<file path="config.mk">
export PLATFORM = sky130hd
export DESIGN_NAME = exec_top
export DESIGN_NICKNAME = d
export VERILOG_FILES = /design/src/logic/exec_pkg.sv /design/src/logic/exec_csr.sv /design/src/logic/exec_pipeline.sv /design/src/logic/exec_top.sv /design/src/logic/mul_unit.sv /design/src/logic/pipe_register.sv
export SDC_FILE = /design/constraint.sdc
export NUM_CORES = 2
export LEC_CHECK = 0
export BUFFER_PORTS_ARGS = -buffer_cell sky130_fd_sc_hd__clkbuf_2
export CAP_MARGIN = 5
export CORE_ASPECT_RATIO = 1.5
export CORE_UTILIZATION = 25
export CTS_CLUSTER_DIAMETER = 60
export DETAILED_ROUTE_END_ITERATION = 8
export PLACE_DENSITY_LB_ADDON = 0.2
export SKIP_CTS_REPAIR_TIMING = 1
export SYNTH_ARGS = -nofsm -noshare
export SYNTH_HDL_FRONTEND = slang
export SYNTH_SLANG_ARGS = --single-unit
</file>
<file path="constraint.sdc">
create_clock -name clk -period 9.5 [get_ports clk]
set_input_delay 1.9 -clock clk [delete_from_list [all_inputs] [get_ports clk]]
set_output_delay 1.9 -clock clk [all_outputs]
set_load 0.05 [all_outputs]
</file>
<file path="src/logic/exec_pkg.sv">
// ----------------------------------------
// Execute lane shared types
// Opcodes, request and response structs,
// CSR addresses and fixed stage counts
// ----------------------------------------

package exec_pkg;

    // Width of the request tag that returns with each result
    localparam int TAG_W = 4;

    // Fixed latency of the multiplier, matched on the ALU path
    localparam int MUL_STAGES = 2;

    typedef enum logic [2:0] {
        OP_ADD = 3'd0,
        OP_SUB = 3'd1,
        OP_AND = 3'd2,
        OP_OR  = 3'd3,
        OP_XOR = 3'd4,
        OP_SLL = 3'd5,
        OP_SRL = 3'd6,
        OP_MUL = 3'd7
    } exec_op_t;

    // Valid sits in the top bit so a stage can reset it alone
    typedef struct packed {
        logic             valid;
        logic [TAG_W-1:0] tag;
        exec_op_t         op;
        logic [31:0]      a;
        logic [31:0]      b;
    } exec_req_t;

    typedef struct packed {
        logic             valid;
        logic [TAG_W-1:0] tag;
        logic [31:0]      result;
    } exec_rsp_t;

    // Register map of the control block
    typedef enum logic [1:0] {
        CSR_RUN  = 2'd0,
        CSR_DONE = 2'd1,
        CSR_DROP = 2'd2
    } csr_addr_t;

endpackage

</file>
<file path="src/logic/exec_csr.sv">
// ----------------------------------------
// Execute lane control registers
// Run bit, completion and drop counters
// ----------------------------------------

`timescale 1ns/1ps

module exec_csr import exec_pkg::*; (
    input  logic        clk,
    input  logic        reset,
    input  logic        csr_wr,
    input  csr_addr_t   csr_addr,
    input  logic [31:0] csr_wdata,
    output logic [31:0] csr_rdata,
    input  exec_req_t   req,
    input  exec_rsp_t   rsp,
    output logic        run
);

    logic        run_q;
    logic [31:0] done_count;
    logic [31:0] drop_count;
    logic        drop_event;

    // Requests seen while frozen never enter the pipeline
    assign drop_event = req.valid & ~run_q;

    always_ff @(posedge clk) begin
        if (reset) begin
            run_q <= 1'b1;
        end else if (csr_wr && csr_addr == CSR_RUN) begin
            run_q <= csr_wdata[0];
        end
    end

    // A write clears the counter and wins over an event in the same cycle
    always_ff @(posedge clk) begin
        if (reset) begin
            done_count <= '0;
        end else if (csr_wr && csr_addr == CSR_DONE) begin
            done_count <= '0;
        end else if (rsp.valid) begin
            done_count <= done_count + 32'd1;
        end
    end

    always_ff @(posedge clk) begin
        if (reset) begin
            drop_count <= '0;
        end else if (csr_wr && csr_addr == CSR_DROP) begin
            drop_count <= '0;
        end else if (drop_event) begin
            drop_count <= drop_count + 32'd1;
        end
    end

    always_comb begin
        case (csr_addr)
            CSR_RUN:  csr_rdata = {31'd0, run_q};
            CSR_DONE: csr_rdata = done_count;
            CSR_DROP: csr_rdata = drop_count;
            default:  csr_rdata = '0;
        endcase
    end

    assign run = run_q;

endmodule

</file>
<file path="src/logic/exec_pipeline.sv">
// ----------------------------------------
// Integer execute pipeline
// Input stage, ALU and multiplier paths,
// result select and output retiming
// ----------------------------------------

`timescale 1ns/1ps

module exec_pipeline import exec_pkg::*; #(
    parameter int OUT_DEPTH = 1
) (
    input  logic      clk,
    input  logic      reset,
    input  logic      run,
    input  exec_req_t req,
    output exec_rsp_t rsp
);

    // What travels beside the multiplier while it works
    typedef struct packed {
        logic             valid;
        logic [TAG_W-1:0] tag;
        exec_op_t         op;
        logic [31:0]      result;
    } alu_stage_t;

    exec_req_t   req_q;
    alu_stage_t  alu_d;
    alu_stage_t  alu_q;
    logic [31:0] alu_result;
    logic [31:0] mul_product;
    exec_rsp_t   sel_rsp;
    exec_rsp_t   out_q;

    // Every stage is frozen by run, so a request that arrives while frozen
    // is never captured
    pipe_register #(
        .DATAW  ($bits(exec_req_t)),
        .RESETW (1),
        .DEPTH  (1)
    ) input_stage (
        .clk      (clk),
        .reset    (reset),
        .enable   (run),
        .data_in  (req),
        .data_out (req_q)
    );

    always_comb begin
        case (req_q.op)
            OP_ADD:  alu_result = req_q.a + req_q.b;
            OP_SUB:  alu_result = req_q.a - req_q.b;
            OP_AND:  alu_result = req_q.a & req_q.b;
            OP_OR:   alu_result = req_q.a | req_q.b;
            OP_XOR:  alu_result = req_q.a ^ req_q.b;
            OP_SLL:  alu_result = req_q.a << req_q.b[4:0];
            OP_SRL:  alu_result = req_q.a >> req_q.b[4:0];
            // Multiplies take their result from mul_unit at the end
            default: alu_result = '0;
        endcase
    end

    mul_unit mul (
        .clk     (clk),
        .reset   (reset),
        .enable  (run),
        .a       (req_q.a),
        .b       (req_q.b),
        .product (mul_product)
    );

    assign alu_d = '{valid: req_q.valid, tag: req_q.tag, op: req_q.op, result: alu_result};

    pipe_register #(
        .DATAW  ($bits(alu_stage_t)),
        .RESETW (1),
        .DEPTH  (MUL_STAGES)
    ) alu_delay (
        .clk      (clk),
        .reset    (reset),
        .enable   (run),
        .data_in  (alu_d),
        .data_out (alu_q)
    );

    assign sel_rsp.valid  = alu_q.valid;
    assign sel_rsp.tag    = alu_q.tag;
    assign sel_rsp.result = (alu_q.op == OP_MUL) ? mul_product : alu_q.result;

    pipe_register #(
        .DATAW  ($bits(exec_rsp_t)),
        .RESETW (1),
        .DEPTH  (OUT_DEPTH)
    ) output_stage (
        .clk      (clk),
        .reset    (reset),
        .enable   (run),
        .data_in  (sel_rsp),
        .data_out (out_q)
    );

    // A held output must not strobe again on every frozen cycle
    assign rsp.valid  = out_q.valid & run;
    assign rsp.tag    = out_q.tag;
    assign rsp.result = out_q.result;

endmodule

</file>
<file path="src/logic/exec_top.sv">
// ----------------------------------------
// Execute lane top level
// Control registers beside the pipeline
// ----------------------------------------

`timescale 1ns/1ps

module exec_top import exec_pkg::*; #(
    parameter int OUT_DEPTH = 1
) (
    input  logic        clk,
    input  logic        reset,
    input  exec_req_t   req,
    output exec_rsp_t   rsp,
    input  logic        csr_wr,
    input  csr_addr_t   csr_addr,
    input  logic [31:0] csr_wdata,
    output logic [31:0] csr_rdata
);

    logic run;

    // The control block watches both ends of the pipeline
    exec_csr csr (
        .clk       (clk),
        .reset     (reset),
        .csr_wr    (csr_wr),
        .csr_addr  (csr_addr),
        .csr_wdata (csr_wdata),
        .csr_rdata (csr_rdata),
        .req       (req),
        .rsp       (rsp),
        .run       (run)
    );

    exec_pipeline #(
        .OUT_DEPTH (OUT_DEPTH)
    ) pipeline (
        .clk   (clk),
        .reset (reset),
        .run   (run),
        .req   (req),
        .rsp   (rsp)
    );

endmodule

</file>
<file path="src/logic/mul_unit.sv">
// ----------------------------------------
// Low-word multiplier
// Two stages over 16-bit partial products,
// yields the low 32 bits of a times b
// ----------------------------------------

`timescale 1ns/1ps

module mul_unit (
    input  logic        clk,
    input  logic        reset,
    input  logic        enable,
    input  logic [31:0] a,
    input  logic [31:0] b,
    output logic [31:0] product
);

    logic [31:0] lo_lo_q;
    logic [15:0] hi_lo_q;
    logic [15:0] lo_hi_q;
    logic [31:0] product_q;
    logic [31:0] lo_lo_d;
    logic [31:0] hi_lo_d;
    logic [31:0] lo_hi_d;
    logic [15:0] cross_sum;

    assign lo_lo_d = a[15:0] * b[15:0];
    assign hi_lo_d = a[31:16] * b[15:0];
    assign lo_hi_d = a[15:0] * b[31:16];

    // Stage one keeps the full low product and only the low half of each
    // cross product, since their upper halves land beyond bit 31
    always_ff @(posedge clk) begin
        if (reset) begin
            lo_lo_q <= '0;
            hi_lo_q <= '0;
            lo_hi_q <= '0;
        end else if (enable) begin
            lo_lo_q <= lo_lo_d;
            hi_lo_q <= hi_lo_d[15:0];
            lo_hi_q <= lo_hi_d[15:0];
        end
    end

    assign cross_sum = hi_lo_q + lo_hi_q;

    // Stage two shifts the cross terms into the upper half and adds
    always_ff @(posedge clk) begin
        if (reset) begin
            product_q <= '0;
        end else if (enable) begin
            product_q <= lo_lo_q + {cross_sum, 16'h0000};
        end
    end

    assign product = product_q;

endmodule

</file>
<file path="src/logic/pipe_register.sv">
// ----------------------------------------
// Enable-gated pipe register
// Delays data by DEPTH enabled cycles and
// resets only the top RESETW bits
// ----------------------------------------

`timescale 1ns/1ps

module pipe_register #(
    parameter int DATAW  = 1,
    parameter int RESETW = 0,
    parameter int DEPTH  = 1
) (
    input  logic             clk,
    input  logic             reset,
    input  logic             enable,
    input  logic [DATAW-1:0] data_in,
    output logic [DATAW-1:0] data_out
);

    if (DEPTH == 0) begin : gen_passthru
        // No storage at all, the stage collapses into a wire
        assign data_out = data_in;
    end else if (DEPTH == 1) begin : gen_single
        if (RESETW == 0) begin : gen_no_reset
            logic [DATAW-1:0] stage_q;

            always_ff @(posedge clk) begin
                if (enable) begin
                    stage_q <= data_in;
                end
            end
            assign data_out = stage_q;
        end else if (RESETW == DATAW) begin : gen_full_reset
            logic [DATAW-1:0] stage_q;

            always_ff @(posedge clk) begin
                if (reset) begin
                    stage_q <= '0;
                end else if (enable) begin
                    stage_q <= data_in;
                end
            end
            assign data_out = stage_q;
        end else begin : gen_part_reset
            // Control bits on top get a reset, the payload below does not
            logic [RESETW-1:0]       ctrl_q;
            logic [DATAW-RESETW-1:0] payload_q;

            always_ff @(posedge clk) begin
                if (reset) begin
                    ctrl_q <= '0;
                end else if (enable) begin
                    ctrl_q <= data_in[DATAW-1 -: RESETW];
                end
            end

            always_ff @(posedge clk) begin
                if (enable) begin
                    payload_q <= data_in[DATAW-RESETW-1:0];
                end
            end
            assign data_out = {ctrl_q, payload_q};
        end
    end else begin : gen_chain
        logic [DATAW-1:0] first_out;

        pipe_register #(
            .DATAW  (DATAW),
            .RESETW (RESETW),
            .DEPTH  (1)
        ) head (
            .clk      (clk),
            .reset    (reset),
            .enable   (enable),
            .data_in  (data_in),
            .data_out (first_out)
        );

        // The rest of the delay line is the same block one stage shorter
        pipe_register #(
            .DATAW  (DATAW),
            .RESETW (RESETW),
            .DEPTH  (DEPTH - 1)
        ) tail (
            .clk      (clk),
            .reset    (reset),
            .enable   (enable),
            .data_in  (first_out),
            .data_out (data_out)
        );
    end

endmodule

</file>
==> run metrics <==
Synth Instances 4,052; syn nets 4,849; clock sinks 350; GRT Total Usage 0.187; Initial Util 0.253; Final Cycle Share 0.767; Final Hold Vio Count 0; Worst Hold Class flop to flop; routed len/inst 22.9 µm; Post-Synthesis Cell Area 36,600 µm²; CP max FO 14; Post-Synth Adder-Cell Area 0.308; Crit. End Element flop; share of post-route cells with drive strength above 1 0.101; first-pass GRT wire length 203,000 µm; die span in y 471 µm; Required @ worst endpoint 9.98 ns; combinational family with the most area after synthesis adder cells; Setup TNS Final 0 ns; GRT overflow 0; vias in the first global route 30,600; Setup CP Type flop to flop; cts bufs inserted 45; Yosys cell types 80; gpl congestion 0.990; antenna-violating nets left 0; Layout Cells excl Fill 6,077; leakage power 19.1 nW; dpl cell area 39,800 µm²; Main synth FF type edfxtp_1; CTS tree done; DR DRC count 0; site row count 171; DP Cell Count 5,991; Final Setup Violations 0; Max IR drop VDD 0.352 mV; Vias 29,300; total wire length 139,000 µm; area of the multi-input gates 24,900 µm²; post-synthesis compound-gate area fraction 0.106; Worst Hold Slack 0.418 ns; Skew-Pair Late Insertion Delay 0.63 ns; DR pass1 iterations 8; Post-synth EDFFs 185; Synth-to-Final Area Change 12.6%; status finished clean; mux contribution to synthesized area 0.0696; Yosys warning count 0; synth top area cells fa_1, edfxtp_1, ha_1; H-tree Lvls 2; Die W 315 µm; Clock Tree Buf Depth 3; nets@finish 4,932; Clk pin slew, worst setup/hold paths 0.06 ns; initial antenna violation count 6; I/O pins 178; Fin Clk Skew 0.0524 ns; Via density 4.83; Worst Path Arrival 7.76 ns; Core ar. 145,000 µm²; CTS root buf clkbuf_16; Synth area leader fa_1; DRT iter0 DRCs 2,008; flops & latches, synth 350; post-synth top area share 0.195; RSZ-0062 raised after global routing no; Post-Synth XOR/XNOR Area 0.0537; die area 148,000 µm²; fin crit period 7.28 ns; DP Wirelength 109,000 µm; MaxCap Viol Count 0; Syn Area/Cell 9.04 µm²; port bufs 146; Async S/R FF share, synth 0; Synth Area in Simple Gates 0.141; relative max-transition margin 0.151; largest net degree at the start of global routing 158; fill count 15,600; Max Slew Vio Count 0; register area 8860 µm²; maximum clock rate 0.137 GHz; startpoint types flop; Slew @ Worst Pin 1.26 ns; share of the yosys chip area belonging to registers 0.242; Total Power 14.5 mW; Final Cell Area 41,300 µm²; Pwr per Cell Area 352 nW/µm²
-- layout make-up --
cell class                 instances  share of cell area
multi-input combinational       2924               0.603
clock buffer                      57              0.0307
inverter                         561              0.0510
clock inverter                    27             0.00519
timing repair buffer             253              0.0376
antenna                            2            0.000121
sequential                       350               0.215
tap                             1903              0.0577
-- worst max-delay path, cell delays in order (launching register included) --
cell	delay, ns
edfxtp_1	0.34
buf_4	0.23
clkinv_1	0.61
buf_4	0.46
nor2_1	0.18
fa_1	0.44
fa_1	0.45
ha_1	0.21
fa_1	0.50
inv_1	0.05
fa_1	0.53
inv_1	0.05
fa_1	0.44
ha_1	0.29
o21ai_0	0.19
o21ai_0	0.17
buf_4	0.18
a311oi_1	0.66
o31a_1	0.31
o2111ai_1	0.26
nand2_1	0.16
a2111oi_0	0.10
a311o_1	0.31
-- kinds of logic after synthesis --
logic type	Yosys count
flops	350
mux	220
xor+xnor	223
fa+ha+maj	688
simple gates	1200
compound gates	593
buf+inv	778
-- layer usage --
layer,part of all wire,wire [µm],global-route usage
met5,0.00024,33,0
met1,0.38,53300,0.205
met4,0.073,10100,0.121
met3,0.043,6020,0.0253
met2,0.50,69700,0.335
-- placed cells by master, fill, tap and decap left out, types with 15 or more instances in the layout --
| master | instances |
|---|---|
| o21a_1 | 20 |
| nand2_1 | 397 |
| or3_1 | 21 |
| nor2_1 | 525 |
| a211oi_1 | 26 |
| a22oi_1 | 37 |
| ha_1 | 331 |
| clkinv_1 | 17 |
| inv_1 | 542 |
| nand3_1 | 46 |
| a22o_1 | 34 |
| xnor2_1 | 152 |
| clkbuf_16 | 48 |
| and2_1 | 15 |
| a21o_1 | 30 |
| and3_1 | 28 |
| o21ai_0 | 125 |
| mux4_2 | 24 |
| nor3_1 | 47 |
| a21oi_1 | 142 |
| edfxtp_1 | 185 |
| fa_1 | 357 |
| dfxtp_1 | 164 |
| nor2b_1 | 18 |
| nand2b_1 | 34 |
| mux2_2 | 36 |
| xor2_1 | 70 |
| o22ai_1 | 42 |
| mux2i_1 | 159 |
| nand4_1 | 19 |
| clkbuf_2 | 145 |
| buf_4 | 107 |
-- Yosys cell counts, drive strengths merged (19+ instances only) --
cell    count
o21ai     126
clkbuf    165
nand3      48
dfxtp     165
a211oi     26
a22o       34
nor2b      20
mux2i     159
and3       28
xor2       70
nor3       48
or3        21
mux2       37
mux4       24
ha        331
inv       544
a22oi      37
fa        357
nand2     397
xnor2     152
a21o       30
edfxtp    185
o22ai      42
buf        52
nor2      527
a21oi     142
nand2b     34
nand4      19
o21a       20
-- stage by stage --
stage / setup WS (ns) / utilization
global placement: 2.26 / 0.274
finish: 2.22 / 0.284
floorplan: 1.17 / -
detailed placement: 2.22 / 0.274
global route: 1.89 / 0.284
CTS: 2.15 / 0.284
-- worst paths after layout --
path	start	end	slack (ns)	depth (start not counted)
hold reg to reg	flop	flop	0.42	0
hold / removal	flop	flop	0.42	0
setup / recovery	flop	pipeline.mul.lo_lo_q[29]	2.22	22
setup reg to reg	flop	pipeline.mul.lo_lo_q[29]	2.22	22
-- power breakdown --
part | switching, mW | leakage [nW] | internal, mW
logic | 6.30 | 15.0 | 4.43
registers | 0.163 | 3.35 | 1.95
clock network | 0.734 | 0.722 | 0.962
total | 7.20 | 19.1 | 7.34
Note: power is estimated with default switching activity, not from simulation.
